--- config.mk ---
export PLATFORM = sky130hd
export DESIGN_NAME = clk_switch_regs
export DESIGN_NICKNAME = d
export VERILOG_FILES = /design/src/rtl/clk_switch_pkg.sv /design/src/rtl/clk_switch_regs.sv
export SDC_FILE = /design/constraint.sdc
export NUM_CORES = 1
export LEC_CHECK = 0
export ABC_CLOCK_PERIOD_IN_PS = 1700
export BUFFER_PORTS_ARGS = -buffer_cell sky130_fd_sc_hd__buf_2
export CORE_ASPECT_RATIO = 1.4
export CORE_MARGIN = 2
export CORE_UTILIZATION = 29
export DETAILED_ROUTE_END_ITERATION = 16
export HOLD_SLACK_MARGIN = 0.02
export PLACE_DENSITY = 0.53
export SYNTH_ARGS = -nofsm -noshare
export SYNTH_HDL_FRONTEND = slang
export SYNTH_SLANG_ARGS = --single-unit
--- constraint.sdc ---
create_clock -name clk -period 1.7 [get_ports clk]
set_clock_uncertainty 0.2 [all_clocks]
set_input_delay 0.085 -clock clk [delete_from_list [all_inputs] [get_ports clk]]
set_output_delay 0.085 -clock clk [all_outputs]
set_load 0.02 [all_outputs]
--- src/rtl/clk_switch_pkg.sv ---
package clk_switch_pkg;

  // ==============================
  // axi4-lite geometry
  // ==============================
  localparam int addr_w = 4;
  localparam int data_w = 32;

  // register map, byte offsets
  localparam logic [addr_w-1:0] ctrl_addr   = 4'h0;
  localparam logic [addr_w-1:0] status_addr = 4'h4;

  // bresp / rresp codes
  localparam logic [1:0] axi_resp_okay   = 2'b00;
  localparam logic [1:0] axi_resp_slverr = 2'b10;

  // largest source count the control fields can address
  localparam int max_clk_num = 8;
  localparam int idx_w       = $clog2(max_clk_num);

  // ==============================
  // control word
  // ==============================
  // bit 31 picks manual (0) or auto (1)
  // manual view carries a source index, auto view a source mask
  typedef union packed {
    struct packed {
      logic                    mode;
      logic [data_w-idx_w-2:0] rsvd;
      logic [idx_w-1:0]        src_idx;
    } manual_view;
    struct packed {
      logic                          mode;
      logic [data_w-max_clk_num-2:0] rsvd;
      logic [max_clk_num-1:0]        src_mask;
    } auto_view;
  } ctrl_word_u;

  // selection fsm states, also reported in status[5:4]
  typedef enum logic [1:0] {
    idle      = 2'd0,
    switching = 2'd1,
    settled   = 2'd2,
    no_clock  = 2'd3
  } fsm_state_e;

endpackage

--- src/rtl/clk_switch_regs.sv ---
`timescale 1ns/100ps

module clk_switch_regs #(
  parameter int CLK_NUM = 4
) (
  input  logic                               clk,
  input  logic                               rst_n,
  // write address / data / response
  input  logic [clk_switch_pkg::addr_w-1:0]  s_awaddr,
  input  logic                               s_awvalid,
  output logic                               s_awready,
  input  logic [clk_switch_pkg::data_w-1:0]  s_wdata,
  input  logic                               s_wvalid,
  output logic                               s_wready,
  output logic [1:0]                         s_bresp,
  output logic                               s_bvalid,
  input  logic                               s_bready,
  // read address / data
  input  logic [clk_switch_pkg::addr_w-1:0]  s_araddr,
  input  logic                               s_arvalid,
  output logic                               s_arready,
  output logic [clk_switch_pkg::data_w-1:0]  s_rdata,
  output logic [1:0]                         s_rresp,
  output logic                               s_rvalid,
  input  logic                               s_rready,
  // status inputs
  input  logic [$clog2(CLK_NUM)-1:0]         cur_sel,
  input  clk_switch_pkg::fsm_state_e         state,
  input  logic [CLK_NUM-1:0]                 fail_mask,
  // control to the fsm
  output clk_switch_pkg::ctrl_word_u         ctrl_word,
  output logic                               ctrl_update
);

  localparam int sel_w = $clog2(CLK_NUM);

  logic                              wr_go;
  logic                              wr_hs;
  logic                              rd_go;
  logic                              rd_hs;
  logic [clk_switch_pkg::data_w-1:0] status_word;

  // start a write only when both channels are valid and no response is owed
  assign wr_go = s_awvalid & s_wvalid & ~s_awready & ~s_bvalid;
  assign wr_hs = s_awready & s_awvalid & s_wvalid;
  // one read in flight at a time
  assign rd_go = s_arvalid & ~s_arready & ~s_rvalid;
  assign rd_hs = s_arready & s_arvalid;

  // status layout
  // sel in [2:0], state in [5:4], fail flags from bit 8
  always_comb begin
    status_word                = '0;
    status_word[sel_w-1:0]     = cur_sel;
    status_word[5:4]           = state;
    status_word[8 +: CLK_NUM]  = fail_mask;
  end

  // ==============================
  // write path
  // ==============================
  always_ff @(posedge clk) begin
    if (!rst_n) begin
      s_awready   <= 1'b0;
      s_wready    <= 1'b0;
      s_bvalid    <= 1'b0;
      ctrl_word   <= '0;
      ctrl_update <= 1'b0;
    end else begin
      // ready is a single-cycle pulse
      s_awready   <= wr_go;
      s_wready    <= wr_go;
      ctrl_update <= 1'b0;
      if (wr_hs) begin
        s_bvalid <= 1'b1;
        if (s_awaddr == clk_switch_pkg::ctrl_addr) begin
          ctrl_word   <= s_wdata;
          ctrl_update <= 1'b1;
        end
      end else if (s_bvalid && s_bready) begin
        s_bvalid <= 1'b0;
      end
    end
  end

  // response code, held with bvalid
  always_ff @(posedge clk) begin
    if (wr_hs) begin
      // status writes are dropped without error
      if (s_awaddr == clk_switch_pkg::ctrl_addr || s_awaddr == clk_switch_pkg::status_addr) begin
        s_bresp <= clk_switch_pkg::axi_resp_okay;
      end else begin
        s_bresp <= clk_switch_pkg::axi_resp_slverr;
      end
    end
  end

  // ==============================
  // read path
  // ==============================
  always_ff @(posedge clk) begin
    if (!rst_n) begin
      s_arready <= 1'b0;
      s_rvalid  <= 1'b0;
    end else begin
      s_arready <= rd_go;
      if (rd_hs) begin
        s_rvalid <= 1'b1;
      end else if (s_rvalid && s_rready) begin
        s_rvalid <= 1'b0;
      end
    end
  end

  // read data sampled at the address handshake
  always_ff @(posedge clk) begin
    if (rd_hs) begin
      if (s_araddr == clk_switch_pkg::ctrl_addr) begin
        s_rdata <= ctrl_word;
        s_rresp <= clk_switch_pkg::axi_resp_okay;
      end else if (s_araddr == clk_switch_pkg::status_addr) begin
        s_rdata <= status_word;
        s_rresp <= clk_switch_pkg::axi_resp_okay;
      end else begin
        s_rdata <= '0;
        s_rresp <= clk_switch_pkg::axi_resp_slverr;
      end
    end
  end

  // a write response is never withdrawn before the master takes it
  a_bvalid_hold : assert property (@(posedge clk) disable iff (!rst_n)
    s_bvalid && !s_bready |=> s_bvalid);

endmodule

==> parameters.txt <==
Parameter                              Value

Synthesis
  Synth top area share ... 0.363
  Count of warnings emitted by yosys ... 0
  Main area contributors after synthesis ... edfxtp_1, dfxtp_1, mux2i_1
  Portion of the post-synthesis area used by sequential elements ... 0.626
  Number of instances in the synthesized netlist ... 241
  Post-synth cell types ... 23
  Post-synthesis area per instance ... 11.7 sq um
  Post-synthesis cell area ... 2810 sq um
  Count of state elements after synthesis ... 71
  Post-synth top area cell ... edfxtp_1

STA
  Setup repair after global routing missed its margin ... false
  Sum of negative setup slack ... 0 ns
  Share of the clock period used by the worst path after layout ... 0.946
  Setup violations, final ... 0
  Worst-case hold slack ... 0.0809 ns
  Fin crit period ... 1.61 ns
  Post-route setup slack ... 0.0925 ns
  Number of pins exceeding their max-slew limit in the final report ... 0
  Maximum frequency from static timing analysis ... 0.622 GHz
  Final number of hold-violating endpoints ... 0

Critical path
  Endpoint type of the worst setup path ... flop
  Arr. time, crit path ... 1.62 ns
  Category of the most critical setup path ... in2reg
  Sort of element at the start of the critical path ... primary input
  FF-to-FF setup slack ... 0.14 ns
  Required time at the worst-slack endpoint ... 1.72 ns
  Worst Path Max Fanout ... 5

Global route
  Overflow left after global routing ... 0
  Vias in the first global route ... 2302
  Initial antenna violation count ... 0
  Global-route wire length before repair ... 11.3 mm
  Maximum number of pins on one net before global-route repair ... 31
  Total Routing Usage GR ... 0.144

Die
  Die Height ... 121 um
  Die extent in x ... 87.3 um
  Die area ... 10500 sq um
  Count of standard-cell rows ... 42
  Effective utilization at floorplan ... 0.297
  Number of top-level design ports ... 129
  Core Box Area ... 9460 sq um

Place
  Hpwl dp ... 4.55 mm
  Post-Place Worst Slack ... 0.172 ns
  Port Buffer Count ... 126
  RD Place Congestion ... 0.709

Clock network
  Root buf cell ... clkbuf_16
  Clock edge transition at the registers on the reported setup and hold paths ... 0.05 ns
  Number of buffers created by CTS ... 9
  Worst skew pair latency ... 0.33 ns
  Num Clock Sinks ... 71
  Largest buffer count on any clock path ... 2
  H-tree depth ... 3
  TritonCTS clock tree ... built

Cells and area
  Count of antenna diodes in the layout ... 0
  Layout cell share with drive strength beyond 1 ... 0.353
  Synth-to-layout area growth ... 61.6%
  NumNets Final ... 484

Route
  DR DRC count ... 0
  First-pass DRT Iterations ... 6
  Detailed router's first-iteration violation count ... 65
  WL per Instance ... 13.9 um
  Vias per std cell ... 4.33
  Final Routed Wirelength ... 7.56 mm
  Vias after detailed routing ... 2357
  DRT antenna net count ... 0

Power and ir drop
  Pwr/cell area ... 852 nW/um^2
  Peak VDD IR ... 0.462 mV
  Static Leak ... 2.05 nW

Status
  Status ... completed

Flow run
  Max capacitance violation total ... 0

Worst hold path
  Hold WC Path Type ... in2reg
-- cell usage in the layout (no fill, tap or decap), drive strengths merged --
| master | instances |
|---|---|
| inv | 1 |
| edfxtp | 34 |
| or3 | 2 |
| mux2i | 40 |
| a21boi | 1 |
| nor2 | 10 |
| dfxtp | 37 |
| nor4bb | 1 |
| nor2b | 1 |
| and2 | 26 |
| o21a | 1 |
| buf | 134 |
| nand3 | 1 |
| nand4b | 1 |
| dlymetal6s4s | 1 |
| nor3 | 1 |
| dlygate4sd3 | 56 |
| nand2 | 64 |
| clkbuf | 19 |
| conb | 2 |
| nand2b | 1 |
-- through the flow --
stage                     total power [W]  area, sq um  std cells  utilization
after CTS                         0.00393         4440        540        0.469
after floorplan                   0.00194         2820        242            -
after global routing              0.00404         4550        544        0.481
final                             0.00388         4550        544        0.481
after global placement            0.00205         3590        468        0.380
after detailed placement          0.00205         3590        468        0.380
-- cell families (layout without fill, tap and decap cells) --
family	Yosys count	count (layout)	synth area share
AO/OA/AOI/OAI	2	2	0.00534
buffers and inverters	19	211	0.0427
flip-flops	71	71	0.626
multiplexers	40	40	0.142
other	1	2	0.00133
AND/OR/NAND/NOR	108	108	0.182
-- state kept, by name, summed over array words and instances, names as in the netlist --
signal       count
ctrl_update      1
ctrl_word       32
s_arready        1
s_bresp          1
s_bvalid         1
s_rdata         32
s_rresp          1
s_rvalid         1
s_wready         1
-- cell type report --
type,count,area [sq um]
tap,110,138
sequential,71,1760
multi-input combinational,152,938
clock buffer,16,282
inverter,1,3.75
fill,868,4910
timing repair buffer,194,1420
-- per-layer routing --
layer | track usage | routed length (um) | vias up
li1 | - | - | 1178
met1 | 0.158 | 3020 | 1097
met2 | 0.252 | 4090 | 75
met3 | 0.0396 | 355 | 7
met4 | 0.0673 | 97 | 0
met5 | 0 | 0 | -
-- report_power, final --
group	internal, W	switching [W]
registers	0.00180	0.00000542
clock network	0.00111	0.000651
logic	0.000175	0.000135
-- critical path, cell delays in order --
cell	delay, ns
dlygate4sd3_1	0.53
buf_2	0.12
and2_4	0.16
o21a_1	0.18
dlygate4sd3_1	0.54
-- path summary, 6_finish.rpt --
check | cells after the start | to | start
max reg2reg | 5 | ctrl_word[11] | s_wready
min reg2reg | 1 | s_arready | s_arready
min | 3 | s_rresp[1] | s_araddr[0]
max | 5 | s_rvalid | s_arvalid
-- synthesized netlist by cell type --
cell type,instances
nand2_1,64
mux2i_1,40
dfxtp_1,37
edfxtp_1,34
and2_1,26
clkbuf_1,9
nor2_1,9
buf_2,3
buf_4,3
buf_8,3
a21boi_0,1
conb_1,1
inv_1,1
nand2b_1,1
nand3_1,1
nand4b_1,1
nor2_2,1
nor2b_1,1
nor3_4,1
nor4bb_1,1
o21a_1,1
or3_1,1
or3_4,1
-- what timing repair did --
item                                   in CTS  in global routing
endpoints found under the hold margin      49                  1
hold buffers                               56                  1
buffers inserted                            0                  1
resized for setup                           0                  3
setup endpoints to repair                   0                 30
Note: power is estimated with default switching activity, not from simulation.
