### src/rtl/clk_switch_pkg.sv
package clk_switch_pkg;

  // ==============================
  // axi4-lite geometry
  // ==============================
  localparam int addr_w = 4;
  localparam int data_w = 32;

  // register map, byte offsets
  localparam logic [addr_w-1:0] ctrl_addr   = 4'h0;
  localparam logic [addr_w-1:0] status_addr = 4'h4;

  // bresp / rresp codes
  localparam logic [1:0] axi_resp_okay   = 2'b00;
  localparam logic [1:0] axi_resp_slverr = 2'b10;

  // largest source count the control fields can address
  localparam int max_clk_num = 8;
  localparam int idx_w       = $clog2(max_clk_num);

  // ==============================
  // control word
  // ==============================
  // bit 31 picks manual (0) or auto (1)
  // manual view carries a source index, auto view a source mask
  typedef union packed {
    struct packed {
      logic                    mode;
      logic [data_w-idx_w-2:0] rsvd;
      logic [idx_w-1:0]        src_idx;
    } manual_view;
    struct packed {
      logic                          mode;
      logic [data_w-max_clk_num-2:0] rsvd;
      logic [max_clk_num-1:0]        src_mask;
    } auto_view;
  } ctrl_word_u;

  // selection fsm states, also reported in status[5:4]
  typedef enum logic [1:0] {
    idle      = 2'd0,
    switching = 2'd1,
    settled   = 2'd2,
    no_clock  = 2'd3
  } fsm_state_e;

endpackage

### src/rtl/clk_switch_fsm.sv
`timescale 1ns/100ps

module clk_switch_fsm #(
  parameter int CLK_NUM       = 4,
  parameter int SETTLE_CYCLES = 32
) (
  input  logic                       clk,
  input  logic                       rst_n,
  input  clk_switch_pkg::ctrl_word_u ctrl_word,
  input  logic                       ctrl_update,
  input  logic [CLK_NUM-1:0]         clk_fail,
  output logic [$clog2(CLK_NUM)-1:0] sel,
  output clk_switch_pkg::fsm_state_e state
);

  localparam int sel_w = $clog2(CLK_NUM);
  localparam int cnt_w = $clog2(SETTLE_CYCLES + 1);

  logic [sel_w-1:0] desired_sel;
  logic             desired_valid;
  logic             pending;
  logic             eval;
  logic [cnt_w-1:0] settle_cnt;
  logic             settle_done;

  // ==============================
  // desired source
  // ==============================
  always_comb begin
    desired_valid = 1'b0;
    desired_sel   = '0;
    if (!ctrl_word.manual_view.mode) begin
      // manual, an index past CLK_NUM has no clock
      if (ctrl_word.manual_view.src_idx < CLK_NUM) begin
        desired_sel   = ctrl_word.manual_view.src_idx[sel_w-1:0];
        desired_valid = !clk_fail[desired_sel];
      end
    end else begin
      // auto, scan downward so the lowest running index wins
      for (int k = CLK_NUM - 1; k >= 0; k--) begin
        if (ctrl_word.auto_view.src_mask[k] && !clk_fail[k]) begin
          desired_valid = 1'b1;
          desired_sel   = sel_w'(k);
        end
      end
    end
  end

  // re-evaluate only outside switching
  always_comb begin
    case (state)
      clk_switch_pkg::idle:     eval = pending | ctrl_update;
      clk_switch_pkg::settled:  eval = pending | ctrl_update | !desired_valid |
                                       (desired_sel != sel);
      clk_switch_pkg::no_clock: eval = pending | ctrl_update | desired_valid;
      default:                  eval = 1'b0;
    endcase
  end

  assign settle_done = (settle_cnt == cnt_w'(SETTLE_CYCLES - 1));

  // ==============================
  // state and selection
  // ==============================
  always_ff @(posedge clk) begin
    if (!rst_n) begin
      state      <= clk_switch_pkg::idle;
      sel        <= '0;
      settle_cnt <= '0;
      pending    <= 1'b0;
    end else begin
      // a write during switching waits here until settle
      pending <= (pending | ctrl_update) & ~eval;
      if (eval) begin
        if (desired_valid) begin
          state      <= clk_switch_pkg::switching;
          sel        <= desired_sel;
          settle_cnt <= '0;
        end else begin
          // sel held, the switch drops a failed source on its own
          state <= clk_switch_pkg::no_clock;
        end
      end else if (state == clk_switch_pkg::switching) begin
        if (settle_done) begin
          state <= clk_switch_pkg::settled;
        end else begin
          settle_cnt <= settle_cnt + 1'b1;
        end
      end
    end
  end

  // the switch only sees a new sel at the start of a settle period
  a_sel_on_switch : assert property (@(posedge clk) disable iff (!rst_n)
    !$stable(sel) |-> state == clk_switch_pkg::switching &&
                      $past(state) != clk_switch_pkg::switching);

endmodule

### config.mk
export PLATFORM = sky130hd
export DESIGN_NAME = clk_switch_fsm
export DESIGN_NICKNAME = d
export VERILOG_FILES = /design/src/rtl/clk_switch_pkg.sv /design/src/rtl/clk_switch_fsm.sv
export SDC_FILE = /design/constraint.sdc
export NUM_CORES = 1
export LEC_CHECK = 0
export ABC_AREA = 1
export BUFFER_PORTS_ARGS = -buffer_cell sky130_fd_sc_hd__clkbuf_2
export CELL_PAD_IN_SITES_DETAIL_PLACEMENT = 1
export CELL_PAD_IN_SITES_GLOBAL_PLACEMENT = 1
export CORE_MARGIN = 3
export CORE_UTILIZATION = 29
export CTS_CLUSTER_DIAMETER = 50
export CTS_CLUSTER_SIZE = 20
export DETAILED_ROUTE_END_ITERATION = 16
export GPL_ROUTABILITY_DRIVEN = 1
export PLACE_DENSITY_LB_ADDON = 0.1
export REMOVE_ABC_BUFFERS = 1
export SLEW_MARGIN = 20
export SYNTH_ARGS = -nofsm -noshare
export SYNTH_HDL_FRONTEND = slang
export SYNTH_SLANG_ARGS = --single-unit
export TNS_END_PERCENT = 10
### constraint.sdc
create_clock -name clk -period 2.1 [get_ports clk]
set_input_delay 0.105 -clock clk [delete_from_list [all_inputs] [get_ports clk]]
set_output_delay 0.105 -clock clk [all_outputs]
set_load 0.005 [all_outputs]
==> results.txt <==
----------------------------------------------------
[Route]
  Avg Vias per Cell ... 4.70
  Count of vias placed by the detailed router ... 856
  Average wire per cell in the routed design ... 11.7 um
  Final WL ... 2130 um
  Number of routed nets with antenna violations ... 0
  DRC violations left ... 0
  Total iterations of the first detailed-routing run ... 2
  1st-iter DRT viols ... 14

[Placed design]
  DPL Wire Length ... 1740 um
  Final GP Congestion ... 0.716
  Port bufs ... 15
  Post-DP Area ... 970 um^2

[Setup path]
  Cell with the most instances on the worst path ... sky130_fd_sc_hd__nor2_1
  Critical Path, Cell by Cell ... ha_1, nand2_1, nor2_1, inv_2, nor3_1, inv_1, o211ai_1, nor2_1, o21a_1
  Startpoint of the most critical setup path ... settle_cnt[1]
  Gate family responsible for the most delay along the worst path ... simple AND/OR/NAND/NOR gates
  Critical path data required time ... 2.27 ns
  Slack of the worst reg-to-reg path ... 0.34 ns
  Worst Path Arrival ... 1.93 ns
  Largest stage delay on the critical path ... 0.36 ns
  Stages on the worst setup path ... 9
  Cells on worst reg2reg path ... 9
  Worst flop-to-flop path endpoint ... state[0]
  Critical-path cell with the highest stage delay ... sky130_fd_sc_hd__dfxtp_1
  Setup CP Type ... register to register
  Nature of the critical path endpoint ... register
  Startpoint Class ... register
  Number of buffers and inverters on the critical path ... 2
  Last element of the critical path ... state[0]
  Worst r2r src ... settle_cnt[1]
  Worst-path maximum fanout ... 3

[Clock tree]
  Clk buf depth ... 2
  Cell at the root of the clock tree ... sky130_fd_sc_hd__clkbuf_4
  Clock latency at the later pin of the worst-skew pair ... 0.27 ns
  Buffer count from post-CTS setup fixing ... 0
  Hold-fix buffers, CTS ... 0
  TritonCTS clock tree ... yes
  CTS clock-pin slew for the worst setup and hold paths ... 0.08 ns
  Number of clock sinks ... 11
  H-Tree Level Count ... 1
  Clock buffer count from CTS ... 3
  Resize count post-CTS ... 0

[Global route]
  Global-route wire length before repair ... 3630 um
  Initial antenna violation count ... 0
  Largest net degree at the start of global routing ... 10
  Gr busiest metal ... met2
  Global-route track usage on met2 ... 21.6%
  Overall track demand over capacity in global routing ... 13.0%
  Met1 usage ... 16.8%
  Number of global-route vias before repair ... 836
  Met3 demand-to-capacity share in global routing ... 4.32%
  Aggregate global routing overflow ... 0

[Die]
  Initial Utilization ... 30.8%
  Core box area ... 2780 um^2
  Num rows ... 19
  Top-level I/O count ... 43
  Area of the die ... 3640 um^2
  Die span in y ... 60.3 um
  Die Width ... 60.3 um

[Finish]
  N_diodes ... 0
  Post-synthesis to final-layout area growth ... 16.4%
  Final Instance Area ... 996 um^2
  Final net count ... 192
  Share of cells above drive strength 1 ... 27.8%

[STA]
  Minimum period implied by the final worst setup slack ... 1.76 ns
  F_max ... 569 MHz
  Final Max Slew Viols ... 0
  Endpoints failing setup ... 0
  Unrepaired setup endpoints after global routing ... no
  Fin Setup TNS ... 0 ns
  Slew @ Worst Pin ... 0.266 ns
  Max-Slew Margin vs Limit ... 82.1%
  Final hold violations ... 0
  Period utilisation layout ... 83.7%
  Worst clock skew ... 0.00338 ns

[Min path]
  Hold crit path type ... primary input to register
  Launch point of the worst hold path ... rst_n

[Synthesis]
  Most used standard cell by instance count after synthesis ... sky130_fd_sc_hd__nand2_1
  Ys flop type ... sky130_fd_sc_hd__dfxtp_1
  Share of synthesized flip-flops with an asynchronous set or reset ... 0%
  Instance count of the mapped netlist ... 132
  Register bit total from synthesis ... 11
  Top post-synthesis cells by area ... sky130_fd_sc_hd__dfxtp_1 26%, sky130_fd_sc_hd__nand2_1 14%, sky130_fd_sc_hd__inv_1 9.2%
  Share of synthesized area occupied by flip-flops and latches ... 25.7%
  Number of unique standard cell types used by synthesis ... 25
  Commonest cells post-synth ... 32 x sky130_fd_sc_hd__nand2_1, 21 x sky130_fd_sc_hd__inv_1, 13 x sky130_fd_sc_hd__nand3_1
  Cell area after synthesis ... 856 um^2
  Yosys warning total ... 0
  Post-Syn Area per Cell ... 6.48 um^2
  Library cell with the largest summed area after synthesis ... sky130_fd_sc_hd__dfxtp_1
  Synth top area share ... 25.7%
  Number of flops mapped to enable cells by yosys ... 0

[Power]
  NetSw ... 0.492 mW
  Power Dens Cells ... 1030 nW/um^2
  Sequential share of power ... 29.9%
  Clk network pwr share ... 14.9%
  Maximum vdd ir drop ... 0.552 mV
  Fraction of power consumed by combinational cells ... 55.2%
  Leakage Power ... 0.487 nW
  Switching share of total power ... 47.8%
  Internal portion of total power ... 0.536 mW

[Job]
  Count of max-cap constraint violations ... 0

[Outcome]
  Outcome ... finished clean

----------------------------------------------------
[cell usage in the layout (no fill, tap or decap)]
cell and n:
sky130_fd_sc_hd__nor2_2 2, sky130_fd_sc_hd__nor2_1 12, sky130_fd_sc_hd__nand3_4 1, sky130_fd_sc_hd__clkbuf_4 3, sky130_fd_sc_hd__nand2_1 32, sky130_fd_sc_hd__nand2_4 5, sky130_fd_sc_hd__nand4_1 1, sky130_fd_sc_hd__o211ai_1 1
sky130_fd_sc_hd__nand3_1 13, sky130_fd_sc_hd__xor2_1 1, sky130_fd_sc_hd__a21oi_4 1, sky130_fd_sc_hd__xnor2_1 1, sky130_fd_sc_hd__o21ai_1 3, sky130_fd_sc_hd__inv_1 21, sky130_fd_sc_hd__nor3b_1 1, sky130_fd_sc_hd__clkbuf_2 15
sky130_fd_sc_hd__dfxtp_1 11, sky130_fd_sc_hd__a21oi_1 5, sky130_fd_sc_hd__clkinv_1 1, sky130_fd_sc_hd__nand2_2 6, sky130_fd_sc_hd__nor3_1 3, sky130_fd_sc_hd__ha_1 1, sky130_fd_sc_hd__inv_2 3, sky130_fd_sc_hd__nor2_4 1
sky130_fd_sc_hd__a21oi_2 3, sky130_fd_sc_hd__nand3_2 2, sky130_fd_sc_hd__clkbuf_1 1, sky130_fd_sc_hd__o21a_1 1
[layer usage]
metal / share of wire (%) / vias to the layer above
met5: 0 / -
met4: 0 / 0
met3: 4.4 / 0
met2: 47 / 15
met1: 49 / 394
li1: - / 447
[power by group through the flow]
stage	Clock [mW]	Sequential [mW]	Combinational, mW
3_5_place_dp	0	0.312	0.573
2_1_floorplan	0	0.305	0.439
6_report	0.153	0.308	0.567
4_1_cts	0.163	0.308	0.574
3_3_place_gp	0	0.308	0.563
5_1_grt	0.174	0.316	0.638
[tightest hold or removal path: cells and delay by family]
family                 cells  cell delay [ns]
AND/OR/NAND/NOR            2             0.12
buffers and inverters      1             0.15
[cells by family (layout without fill, tap and decap cells)]
kind of cell / Yosys count / count (layout) / synth area share, %
simple gates: 79 / 79 / 48.4
buf+inv: 25 / 44 / 11.0
compound gates: 14 / 14 / 11.4
flops: 11 / 11 / 25.7
xor+xnor: 2 / 2 / 2.05
fa+ha+maj: 1 / 1 / 1.46
[registers in the layout, summed over array words and instances, names as in the netlist]
register / cells
settle_cnt: 6
sel: 2
pending: 1
state: 2
[how the worst min path moves through the flow]
stage	endpoint	slack, ns	depth (start not counted)
floorplan	state[0]	0.22	1
global placement	settle_cnt[2]	0.43	3
detailed placement	settle_cnt[2]	0.43	3
CTS	settle_cnt[2]	0.14	3
global route	state[0]	0.14	2
finish	settle_cnt[2]	0.15	3
[per-stage QoR]
stage / setup slack (ns) / instances / total power [mW] / utilization, % / hold WS (ns)
4_1_cts: 0.327 / 182 / 1.05 / 35.8 / 0.139
6_report: 0.342 / 182 / 1.03 / 35.8 / 0.149
3_5_place_dp: 0.352 / 178 / 0.886 / 34.9 / 0.434
2_1_floorplan: 0.628 / 132 / 0.744 / - / 0.223
3_3_place_gp: 0.441 / 178 / 0.871 / 34.9 / 0.425
5_1_grt: 0.215 / 182 / 1.13 / 35.8 / 0.135
[area by class of cell]
class                   count  area [um^2]
flip-flops and latches     11          220
clock buffers               4         26.3
well taps                  31         38.8
multi-input cells          96          542
repair buffers             15         75.1
inverters                  25         93.8
fillers                   377         1790
No activity file was read; power rests on OpenSTA's default activity.
